<file path="src/include/arena_defs.svh">
`ifndef ARENA_DEFS_SVH
`define ARENA_DEFS_SVH

// arena in pixels
`define ARENA_W 320
`define ARENA_H 240

`define CHAR_SIZE 20           // fighter box side
`define PROJ_SIZE 8            // projectile box side
`define PROJ_OFFSET 6          // centres projectile in owner box

// per-tick steps
`define MOVE_STEP 2
`define PROJ_STEP 4

`define GAME_TICK_CYCLES 8     // clocks per game tick

`define HEALTH_START 8

// projectile lifetimes in ticks
`define LIFE_MAGE 100
`define LIFE_GUNMAN 150
`define LIFE_SWORDMAN 100
`define LIFE_FISTMAN 50

`define N_FIGHTERS 4

`endif

</file>
<file path="src/rtl/arena_pkg.sv">
`default_nettype none

package arena_pkg;

    typedef logic [9:0] pos_t;         // screen coordinate

    typedef enum logic [1:0] {
        dir_up    = 2'd0,
        dir_down  = 2'd1,
        dir_left  = 2'd2,
        dir_right = 2'd3
    } dir_t;

    typedef logic [3:0] health_t;

    // 0 mage, 1 gunman, 2 swordman, 3 fistman
    typedef logic [1:0] fighter_idx_t;

    typedef logic [7:0] life_t;        // ticks left in flight

    // half-open boxes, so touching edges do not count
    function automatic logic boxes_overlap(
        input pos_t ax,
        input pos_t ay,
        input pos_t bx,
        input pos_t by,
        input pos_t a_size,
        input pos_t b_size
    );
        logic [10:0] a_end_x;
        logic [10:0] a_end_y;
        logic [10:0] b_end_x;
        logic [10:0] b_end_y;
        a_end_x = {1'b0, ax} + {1'b0, a_size};
        a_end_y = {1'b0, ay} + {1'b0, a_size};
        b_end_x = {1'b0, bx} + {1'b0, b_size};
        b_end_y = {1'b0, by} + {1'b0, b_size};
        return ({1'b0, ax} < b_end_x) && ({1'b0, bx} < a_end_x) &&
               ({1'b0, ay} < b_end_y) && ({1'b0, by} < a_end_y);
    endfunction

endpackage

`default_nettype wire

</file>
<file path="src/rtl/game_tick_gen.sv">
`timescale 1ns/10ps
`default_nettype none
`include "arena_defs.svh"

module game_tick_gen (
    input  logic clk,
    input  logic rst,
    output logic tick
);

    localparam int unsigned CNT_W = $clog2(`GAME_TICK_CYCLES);
    localparam logic [CNT_W-1:0] CNT_LAST = CNT_W'(`GAME_TICK_CYCLES - 1);

    logic [CNT_W-1:0] cnt;

    always_ff @(posedge clk) begin
        if (rst) begin
            cnt  <= '0;
            tick <= 1'b0;
        end else begin
            tick <= (cnt == CNT_LAST);      // one-cycle pulse at wrap
            if (cnt == CNT_LAST) begin
                cnt <= '0;
            end else begin
                cnt <= cnt + 1'b1;
            end
        end
    end

endmodule

`default_nettype wire

</file>
<file path="src/rtl/fighter_motion.sv">
`timescale 1ns/10ps
`default_nettype none
`include "arena_defs.svh"

module fighter_motion #(
    parameter arena_pkg::pos_t start_x = 10'd60,
    parameter arena_pkg::pos_t start_y = 10'd40
) (
    input  logic                                 clk,
    input  logic                                 rst,
    input  logic                                 tick,
    input  logic                                 alive,
    input  logic                                 move_req,
    input  arena_pkg::dir_t                      move_dir,
    input  arena_pkg::pos_t [`N_FIGHTERS-2:0]    other_x,
    input  arena_pkg::pos_t [`N_FIGHTERS-2:0]    other_y,
    output arena_pkg::pos_t                      x,
    output arena_pkg::pos_t                      y,
    output arena_pkg::dir_t                      facing
);

    import arena_pkg::*;

    localparam pos_t STEP = pos_t'(`MOVE_STEP);
    localparam pos_t SIZE = pos_t'(`CHAR_SIZE);

    pos_t                    cand_x;
    pos_t                    cand_y;
    logic                    wall_hit;
    logic [`N_FIGHTERS-2:0]  box_hit;

    // candidate box one step along move_dir
    always_comb begin
        cand_x   = x;
        cand_y   = y;
        wall_hit = 1'b0;
        case (move_dir)
            dir_up: begin
                cand_y   = y - STEP;
                wall_hit = (y < STEP);
            end
            dir_down: begin
                cand_y   = y + STEP;
                wall_hit = (int'(y) + `MOVE_STEP + `CHAR_SIZE > `ARENA_H);
            end
            dir_left: begin
                cand_x   = x - STEP;
                wall_hit = (x < STEP);
            end
            default: begin
                cand_x   = x + STEP;
                wall_hit = (int'(x) + `MOVE_STEP + `CHAR_SIZE > `ARENA_W);
            end
        endcase
    end

    always_comb begin
        for (int i = 0; i < `N_FIGHTERS - 1; i++) begin
            box_hit[i] = boxes_overlap(cand_x, cand_y, other_x[i], other_y[i], SIZE, SIZE);
        end
    end

    always_ff @(posedge clk) begin
        if (rst) begin
            x      <= start_x;
            y      <= start_y;
            facing <= dir_down;
        end else if (tick && alive && move_req) begin
            facing <= move_dir;             // turns even when blocked
            if (!wall_hit && box_hit == '0) begin
                x <= cand_x;
                y <= cand_y;
            end
        end
    end

endmodule

`default_nettype wire

</file>
<file path="src/rtl/projectile_unit.sv">
`timescale 1ns/10ps
`default_nettype none
`include "arena_defs.svh"

module projectile_unit #(
    parameter arena_pkg::fighter_idx_t owner    = 2'd0,
    parameter arena_pkg::life_t        lifetime = 8'd100
) (
    input  logic                                 clk,
    input  logic                                 rst,
    input  logic                                 tick,
    input  logic                                 fire_req,
    input  arena_pkg::dir_t                      owner_facing,
    input  arena_pkg::pos_t [`N_FIGHTERS-1:0]    fighter_x,
    input  arena_pkg::pos_t [`N_FIGHTERS-1:0]    fighter_y,
    input  logic [`N_FIGHTERS-1:0]               alive,
    output logic                                 active,
    output arena_pkg::pos_t                      x,
    output arena_pkg::pos_t                      y,
    output arena_pkg::dir_t                      dir,
    output logic [`N_FIGHTERS-1:0]               hit
);

    import arena_pkg::*;

    localparam pos_t STEP   = pos_t'(`PROJ_STEP);
    localparam pos_t OFFSET = pos_t'(`PROJ_OFFSET);

    life_t                   life;
    pos_t                    next_x;
    pos_t                    next_y;
    logic                    edge_out;
    logic [`N_FIGHTERS-1:0]  overlap;
    logic [`N_FIGHTERS-1:0]  first_hit;

    // alive non-owner fighters under the projectile box
    always_comb begin
        for (int i = 0; i < `N_FIGHTERS; i++) begin
            overlap[i] = alive[i] && (i != int'(owner)) &&
                         boxes_overlap(x, y, fighter_x[i], fighter_y[i],
                                       pos_t'(`PROJ_SIZE), pos_t'(`CHAR_SIZE));
        end
        first_hit = overlap & (~overlap + 1'b1);   // lowest index only
    end

    always_comb begin
        next_x   = x;
        next_y   = y;
        edge_out = 1'b0;
        case (dir)
            dir_up: begin
                next_y   = y - STEP;
                edge_out = (y < STEP);
            end
            dir_down: begin
                next_y   = y + STEP;
                edge_out = (int'(y) + `PROJ_STEP + `PROJ_SIZE > `ARENA_H);
            end
            dir_left: begin
                next_x   = x - STEP;
                edge_out = (x < STEP);
            end
            default: begin
                next_x   = x + STEP;
                edge_out = (int'(x) + `PROJ_STEP + `PROJ_SIZE > `ARENA_W);
            end
        endcase
    end

    assign hit = (tick && active) ? first_hit : '0;

    always_ff @(posedge clk) begin
        if (rst) begin
            active <= 1'b0;
            x      <= '0;
            y      <= '0;
            dir    <= dir_down;
            life   <= '0;
        end else if (tick) begin
            if (!active) begin
                if (fire_req && alive[owner]) begin
                    active <= 1'b1;         // no step on the spawn tick
                    x      <= fighter_x[owner] + OFFSET;
                    y      <= fighter_y[owner] + OFFSET;
                    dir    <= owner_facing;
                    life   <= lifetime;
                end
            end else if (first_hit != '0 || life == '0 || edge_out) begin
                active <= 1'b0;             // hit, expired or leaving
            end else begin
                x    <= next_x;
                y    <= next_y;
                life <= life - 1'b1;
            end
        end
    end

endmodule

`default_nettype wire

</file>
<file path="src/rtl/health_ledger.sv">
`timescale 1ns/10ps
`default_nettype none
`include "arena_defs.svh"

module health_ledger (
    input  logic                                          clk,
    input  logic                                          rst,
    input  logic                                          tick,
    input  logic [`N_FIGHTERS-1:0][`N_FIGHTERS-1:0]       hits,
    output arena_pkg::health_t [`N_FIGHTERS-1:0]          health,
    output logic [`N_FIGHTERS-1:0]                        alive
);

    import arena_pkg::*;

    logic [`N_FIGHTERS-1:0][2:0]  hit_count;
    health_t [`N_FIGHTERS-1:0]    next_health;

    // hits[unit][target]
    always_comb begin
        for (int t = 0; t < `N_FIGHTERS; t++) begin
            hit_count[t] = '0;
            for (int u = 0; u < `N_FIGHTERS; u++) begin
                hit_count[t] = hit_count[t] + 3'(hits[u][t]);
            end
            if (health[t] > health_t'(hit_count[t])) begin
                next_health[t] = health[t] - health_t'(hit_count[t]);
            end else begin
                next_health[t] = '0;        // saturate
            end
        end
    end

    always_ff @(posedge clk) begin
        if (rst) begin
            for (int t = 0; t < `N_FIGHTERS; t++) begin
                health[t] <= health_t'(`HEALTH_START);
            end
        end else if (tick) begin
            health <= next_health;
        end
    end

    always_comb begin
        for (int t = 0; t < `N_FIGHTERS; t++) begin
            alive[t] = (health[t] != '0);
        end
    end

endmodule

`default_nettype wire

</file>
<file path="src/rtl/arena_top.sv">
`timescale 1ns/10ps
`default_nettype none
`include "arena_defs.svh"

module arena_top (
    input  logic                                 clk,
    input  logic                                 rst,
    input  logic [`N_FIGHTERS-1:0]               move_req,
    input  arena_pkg::dir_t [`N_FIGHTERS-1:0]    move_dir,
    input  logic [`N_FIGHTERS-1:0]               fire_req,
    output logic                                 tick,
    output arena_pkg::pos_t [`N_FIGHTERS-1:0]    fighter_x,
    output arena_pkg::pos_t [`N_FIGHTERS-1:0]    fighter_y,
    output arena_pkg::dir_t [`N_FIGHTERS-1:0]    facing,
    output logic [`N_FIGHTERS-1:0]               proj_active,
    output arena_pkg::pos_t [`N_FIGHTERS-1:0]    proj_x,
    output arena_pkg::pos_t [`N_FIGHTERS-1:0]    proj_y,
    output arena_pkg::health_t [`N_FIGHTERS-1:0] health
);

    import arena_pkg::*;

    // start corners and lifetimes, mage first
    localparam pos_t  START_X [`N_FIGHTERS] = '{10'd60, 10'd240, 10'd60, 10'd240};
    localparam pos_t  START_Y [`N_FIGHTERS] = '{10'd40, 10'd40, 10'd180, 10'd180};
    localparam life_t LIFETIME [`N_FIGHTERS] = '{
        life_t'(`LIFE_MAGE),
        life_t'(`LIFE_GUNMAN),
        life_t'(`LIFE_SWORDMAN),
        life_t'(`LIFE_FISTMAN)
    };

    logic [`N_FIGHTERS-1:0]                     alive;
    logic [`N_FIGHTERS-1:0][`N_FIGHTERS-1:0]    hits;      // [unit][target]
    pos_t [`N_FIGHTERS-1:0][`N_FIGHTERS-2:0]    other_x;
    pos_t [`N_FIGHTERS-1:0][`N_FIGHTERS-2:0]    other_y;

    game_tick_gen i_tick_gen (
        .clk  (clk),
        .rst  (rst),
        .tick (tick)
    );

    for (genvar i = 0; i < `N_FIGHTERS; i++) begin : g_fighter
        // everyone except fighter i, in index order
        for (genvar j = 0; j < `N_FIGHTERS - 1; j++) begin : g_other
            assign other_x[i][j] = fighter_x[(j < i) ? j : j + 1];
            assign other_y[i][j] = fighter_y[(j < i) ? j : j + 1];
        end

        fighter_motion #(
            .start_x (START_X[i]),
            .start_y (START_Y[i])
        ) i_motion (
            .clk      (clk),
            .rst      (rst),
            .tick     (tick),
            .alive    (alive[i]),
            .move_req (move_req[i]),
            .move_dir (move_dir[i]),
            .other_x  (other_x[i]),
            .other_y  (other_y[i]),
            .x        (fighter_x[i]),
            .y        (fighter_y[i]),
            .facing   (facing[i])
        );

        projectile_unit #(
            .owner    (fighter_idx_t'(i)),
            .lifetime (LIFETIME[i])
        ) i_proj (
            .clk          (clk),
            .rst          (rst),
            .tick         (tick),
            .fire_req     (fire_req[i]),
            .owner_facing (facing[i]),
            .fighter_x    (fighter_x),
            .fighter_y    (fighter_y),
            .alive        (alive),
            .active       (proj_active[i]),
            .x            (proj_x[i]),
            .y            (proj_y[i]),
            .dir          (),
            .hit          (hits[i])
        );
    end

    health_ledger i_ledger (
        .clk    (clk),
        .rst    (rst),
        .tick   (tick),
        .hits   (hits),
        .health (health),
        .alive  (alive)
    );

endmodule

`default_nettype wire

</file>
<file path="config.mk">
export PLATFORM = sky130hd
export DESIGN_NAME = arena_top
export DESIGN_NICKNAME = d
export VERILOG_FILES = /design/src/rtl/arena_pkg.sv /design/src/rtl/game_tick_gen.sv /design/src/rtl/fighter_motion.sv /design/src/rtl/projectile_unit.sv /design/src/rtl/health_ledger.sv /design/src/rtl/arena_top.sv
export VERILOG_INCLUDE_DIRS = /design/src /design/src/include
export SDC_FILE = /design/constraint.sdc
export NUM_CORES = 2
export LEC_CHECK = 0
export ABC_CLOCK_PERIOD_IN_PS = 14910
export BUFFER_PORTS_ARGS = -buffer_cell sky130_fd_sc_hd__clkbuf_2
export CORE_MARGIN = 3
export CORE_UTILIZATION = 42
export DETAILED_ROUTE_END_ITERATION = 10
export HOLD_SLACK_MARGIN = 0.02
export PLACE_DENSITY = 0.64
export RECOVER_POWER = 50
export SYNTH_ARGS = -nofsm -noshare
export SYNTH_HDL_FRONTEND = slang
export SYNTH_SLANG_ARGS = --single-unit
export TNS_END_PERCENT = 10
</file>
<file path="constraint.sdc">
create_clock -name clk -period 14.91 [get_ports clk]
set_input_delay 1.491 -clock clk [delete_from_list [all_inputs] [get_ports clk]]
set_output_delay 1.491 -clock clk [all_outputs]
set_load 0.01 [all_outputs]
</file>
# Word-level counts from Yosys, hierarchy flattened
# Cells that the tools add are included.
# totals
register_bits,232
ram_bits,0
output_inout_bits,189
latch_bits,0
n_memories,0
input_bits,18
romBits,0
# classes
n_bitwise,12
div,0
reduce_logical,173
mul,0
add_sub_neg,121
n_eq_ne,29
magnitude_cmp,132
n_mux,80
shifts,0
# ops
cell,n
10-bit by 11-bit less-than comparator with 1-bit output,96
10-bit one-hot mux with 2 select lines,16
32-bit by 5-bit adder with 32-bit output (second input constant),8
32-bit by 6-bit adder with 32-bit output (second input constant),8
32-bit by 10-bit > comparator with 1-bit output (second input constant),8
32-bit by 9-bit > comparator with 1-bit output (second input constant),8
10-bit 2-to-1 mux,24
10-bit by 5-bit adder with 11-bit output (second input constant),16
10-bit by 3-bit adder with 10-bit output (second input constant),16
1-bit logical AND,104
8-bit 2-to-1 mux,12
10-bit by 2-bit adder with 11-bit output (second input constant),8
10-bit by 3-bit adder with 11-bit output (second input constant),8
10-bit by 4-bit adder with 11-bit output (second input constant),8
10-bit by 2-bit adder with 10-bit output (second input constant),8
10-bit by 2-bit less-than comparator with 1-bit output (second input constant),8
10-bit by 3-bit less-than comparator with 1-bit output (second input constant),8
10-bit by 2-bit subtractor with 10-bit output (second input constant),8
10-bit by 3-bit subtractor with 10-bit output (second input constant),8
8-bit zero test,4
4-bit 2-to-1 mux,8
4-bit AND reduction,8
4-bit nonzero test,8
8-bit by 1-bit subtractor with 8-bit output (second input constant),4
other kinds (26),135

# Depth between registers and ports, before layout
# depth
ltp_word,15
ltp_mapped,23
depth_no_buf,21

# Modules after synthesis
# Synthesis repeated with hierarchy kept, for this count alone.
# hier_totals
hier_cells,5754
area_unflattened_um2,45242.1
# by_module_without_submodules
module,cells_each,area_each_um2,n_inst
projectile_unit (g_fighter[2].i_proj),780,6130.9,1
projectile_unit (g_fighter[0].i_proj),761,6003.3,1
projectile_unit (g_fighter[3].i_proj),766,5979.5,1
projectile_unit (g_fighter[1].i_proj),781,5977.0,1
fighter_motion (g_fighter[3].i_motion),642,5068.6,1
fighter_motion (g_fighter[1].i_motion),633,4894.7,1
fighter_motion (g_fighter[2].i_motion),616,4860.9,1
fighter_motion (g_fighter[0].i_motion),621,4837.1,1
health_ledger,144,1358.8,1
game_tick_gen,10,131.4,1

# Worst setup path after synthesis
# OpenSTA, ideal clock, no wires.
# synth_timing
path_kind,input port to flip-flop
from,in move_dir[1] (netlist bit)
to,reg g_fighter[0].i_motion.y[2]
arrival_time_ns,5.286
setup_time_ns,0.132
required_time_ns,14.778
path_buffers,5
setup_slack_ns,9.492
cell_stages,21
cell_sequence,clkbuf_1 > clkbuf_1 > buf_1 > nand2_1 > xnor2_1 > ha_1 > inv_1 > o211a_1 > nor2_1 > xnor2_1 > ha_1 > a21o_1 > a211oi_1 > o21ai_0 > a21oi_1 > o221ai_1 > or2_2 > clkbuf_1 > clkbuf_1 > a31oi_1 > nor3_1
# synth_between
elab_chain_cells,11
word_cells_on_any_way,34
cone_classes,add/sub: 2; order compare: 12; eq/ne: 2; mux: 3; reduce/logical: 15
# synth_rtl
element,line,source
from (decl),arena_top.sv:9,"input arena_pkg::dir_t [`N_FIGHTERS-1:0] move_dir,"
2-bit by 1-bit equality test with 1-bit output / 2-bit zero test (equally long branches),fighter_motion.sv:37,case (move_dir)
2-bit OR reduction (no line),n/a,
10-bit one-hot mux with 2 select lines (*),fighter_motion.sv:37,
via g_fighter[0].i_motion.cand_x[3],fighter_motion.sv:27,pos_t cand_x;
10-bit by 5-bit adder with 11-bit output,arena_pkg.sv:34,"a_end_x = {1'b0, ax} + {1'b0, a_size};"
10-bit by 11-bit less-than comparator with 1-bit output,arena_pkg.sv:38,"return ({1'b0, ax} < b_end_x) && ({1'b0, bx} < a_end_x) &&"
1-bit logical AND (2 in series),arena_pkg.sv:38,
1-bit logical AND,arena_pkg.sv:39,"({1'b0, ay} < b_end_y) && ({1'b0, by} < a_end_y);"
3-bit zero test (*),fighter_motion.sv:70,if (!wall_hit && box_hit == '0) begin
1-bit logical AND (*),fighter_motion.sv:70,
2-bit AND reduction (no line) (*),n/a,
to (signal assigned),fighter_motion.sv:66,y <= start_y;
to (signal assigned),fighter_motion.sv:72,y <= cand_y;
to (decl),fighter_motion.sv:18,"output arena_pkg::pos_t y,"
# Mark *: on every way through the listed nets, which the timed path passes. The rest lies on a longest branch.
# A chain may end at the register's enable or synchronous reset.

==> summary.md <==
| Metric | Value |
|---|---|
| Crit-path cells | `clkbuf_1 > clkbuf_1 > nor2_1 > mux2i_1` |
| Hold Crit Depth | `1` |
| Vias in the first global route | `39110` |
| RSZ-0062 raised after global routing | `false` |
| Critical path required time | `15.41 ns` |
| Slew Limit Fails | `1598` |
| GR Overflow Total | `0` |
| Post-DP Area | `42170 sq um` |
| Setup bufs post-CTS | `0` |
| Maximum vdd drop | `0.00005085 V` |
| First-pass GRT wire length | `263600 microns` |
| Initial DRC Count | `5756` |
| Cell area after layout | `42890 sq um` |
| Reg clk slew, reported paths | `0.06 ns` |
| Num CTS Buffers | `31` |
| CTS H-tree depth | `1` |
| Placeable core region | `92640 sq um` |
| Failing checks | `max-capacitance violations, max-slew violations` |
| Die Area | `98010 sq um` |
| CP Capture Type | `flip-flop` |
| # clock sinks | `216` |
| Final Hold Fails | `0` |
| Clock Path Buffers | `3` |
| Final setup skew | `0.02057 ns` |
| Die width | `313.1 microns` |
| Setup WS post-layout | `4.453 ns` |
| R2r worst-path depth | `17` |
| Top_reg_cell synth | `dfxtp_1` |
| CTS root buf | `clkbuf_16` |
| Final Net Count | `6114` |
| EDFF count, synth | `0` |
| Synth-to-Final Area Change | `8.307%` |
| Crit path max-delay cell type | `clkbuf_1` |
| Max incr delay on CP | `5.01 ns` |
| Vias post-DR | `43130` |
| Largest family of logic cells by synthesized area | `adder cells` |
| Cell mode on critical path | `clkbuf_1` |
| Largest net degree at the start of global routing | `134` |
| Antenna violations before repair | `9` |
| Most common cell after layout, fill and taps aside | `ha_1` |
| Warning count from the yosys run | `0` |
| Antenna viol nets, final | `0` |
| Leakage | `0.01778 uW` |
| Headroom to the max-slew limit | `-360.8%` |
| CP Launch Point | `rst` |
| Power Density | `36.74 nW/um^2` |
| Register area share after synthesis | `10.92%` |
| Number of synthesized register bits | `216` |
| Synth Area in XOR/XNOR | `7.681%` |
| Post-Synth Adder-Cell Area | `28.62%` |
| Rows | `111` |
| Cts hold-fix bufs | `0` |
| Crit path max fanout | `133` |
| Multiplexer area fraction after synthesis | `1.472%` |
| Post_cts resized | `0` |
| Worst-Skew Late Latency | `0.63 ns` |
| Max frequency | `0.09563 GHz` |
| Syn Area/Cell | `7.756 sq um` |
| Critical path class | `in -> reg` |
| Initial Util | `42.75%` |
| Syn Std Cell Area | `39600 sq um` |
| Layout cells sized above 1 | `6.654%` |
| Final-layout fill cell count | `9290` |
| Place WS | `8.269 ns` |
| Crit start category | `input pin` |
| Final TNS setup | `0 ns` |
| Fin crit share | `70.13%` |
| TritonCTS clock tree | `built` |
| IO Count | `207` |
| RePlAce Congestion | `1.026` |
| Synth async-reset ratio | `0%` |
| Minimum clock period | `10.46 ns` |
| HPWL Detailed | `134000 microns` |
| Detailed Route WL | `182000 microns` |
| Total Routing Usage GR | `35.42%` |
| Commonest cells after routing, fill and taps aside | `881 x ha_1, 360 x nor2_1, 348 x a21oi_1, 314 x nand2_1, 281 x o21ai_0` |
| Status | `finished, violations left` |
| IO buf count | `190` |
| Vias per cell | `6.659` |
| Die Ht | `313.1 microns` |
| Hold_sp | `i_tick_gen.cnt[0]` |
| Total iterations of the first detailed-routing run | `8` |
| WL per Instance | `28.09 microns` |
| Fraction of the mapped netlist area in simple logic gates | `21.23%` |
| Worst EP arrival | `10.96 ns` |
| Post-Syn Instances | `5106` |
| Setup violators final | `0` |
| Critical R2R Launch | `g_fighter[0].i_motion.x[5]` |
| Synth cell types | `105` |
| Slew @ Worst Pin | `6.913 ns` |
| Drc violations | `0` |
| Layout Utilization | `46.30%` |
| Max_cap viols | `62` |
| Post-Place Cells | `6417` |
| Synth Area in Compound Gates | `24.91%` |
| Worst hold-check path type | `reg -> reg` |
| Final Non-Filler Cells | `6477` |
==> kinds of logic (layout without fill, tap and decap cells) <==
group	after synthesis	in the layout
and+or+nand+nor	1603	1603
DFF	216	216
other	1	20
xor gates and xnor gates	344	344
muxes	56	56
buffers and inverters	509	618
adders and majority gates	904	904
AOI/OAI and AO/OA	1473	1473
==> worst max-delay path, delay by kind of cell <==
kind / cells / cell delay [ns]
muxes: 1 / 0.50
and+or+nand+nor: 1 / 1.09
buffers and inverters: 2 / 7.75
==> cell usage after synthesis, types with 69 or more instances <==
| master | count | area (sq um) |
|---|---|---|
| a21o_1 | 69 | 518.0 |
| a21oi_1 | 348 | 1742 |
| a31oi_1 | 88 | 550.5 |
| clkbuf_1 | 205 | 769.5 |
| dfxtp_1 | 216 | 4324 |
| ha_1 | 881 | 11020 |
| inv_1 | 206 | 773.2 |
| nand2_1 | 314 | 1179 |
| nand3_1 | 158 | 790.8 |
| nand4_1 | 92 | 575.6 |
| nor2_1 | 360 | 1351 |
| nor3_1 | 154 | 770.7 |
| nor4_1 | 82 | 513.0 |
| o211ai_1 | 100 | 750.7 |
| o21a_1 | 82 | 615.6 |
| o21ai_0 | 281 | 1406 |
| xnor2_1 | 204 | 1787 |
| xor2_1 | 137 | 1200 |
==> per-stage QoR <==
step                total power [uW]  hold slack (ns)
detailed placement             732.9           0.4253
CTS                             1581           0.4336
global route                    1620           0.4631
finish                          1576           0.4319
floorplan                      694.8           0.4084
global placement               730.7           0.4219
==> per-layer routing <==
layer	vias up	GRT usage [%]	part of all wire, %
li1	19540	-	-
met1	20360	46.70	40
met2	2607	51.57	40
met3	618	9.170	12
met4	4	21.20	7.4
met5	-	0	0.026
==> layout make-up <==
type | count | area [sq um] | share of cell area [%]
flip-flops and latches | 216 | 4325 | 10.08
clock inverters | 14 | 241.5 | 0.5630
repair buffers | 349 | 1730 | 4.035
diodes | 4 | 10.01 | 0.02334
inverters | 213 | 799.5 | 1.864
well taps | 1243 | 1555 | 3.626
clock buffers | 42 | 897.1 | 2.092
multi-input cells | 4396 | 33330 | 77.71
==> flip-flops by register name, indices dropped and copies added (netlist names) <==
register,cells
g_fighter.i_proj.y,36
g_fighter.i_motion.facing,8
i_tick_gen.tick,1
g_fighter.i_motion.y,36
i_ledger.health,16
g_fighter.i_proj.x,36
g_fighter.i_proj.active,4
g_fighter.i_proj.life,32
g_fighter.i_proj.dir,8
g_fighter.i_motion.x,36
i_tick_gen.cnt,3
==> final timing paths <==
check / slack [ns] / endpoint
setup / recovery: 4.45 / g_fighter[2].i_motion.y[5]
hold / removal: 0.43 / i_tick_gen.cnt[0]
setup reg to reg: 7.18 / i_ledger.health[10]
hold reg to reg: 0.43 / i_tick_gen.cnt[0]
==> power breakdown <==
| group | switching (uW) | internal (uW) |
|---|---|---|
| registers | 2.64 | 579 |
| clock network | 328 | 522 |
| logic | 96.7 | 47.8 |
| total | 427 | 1150 |
Power figures use the tool's default switching activity.
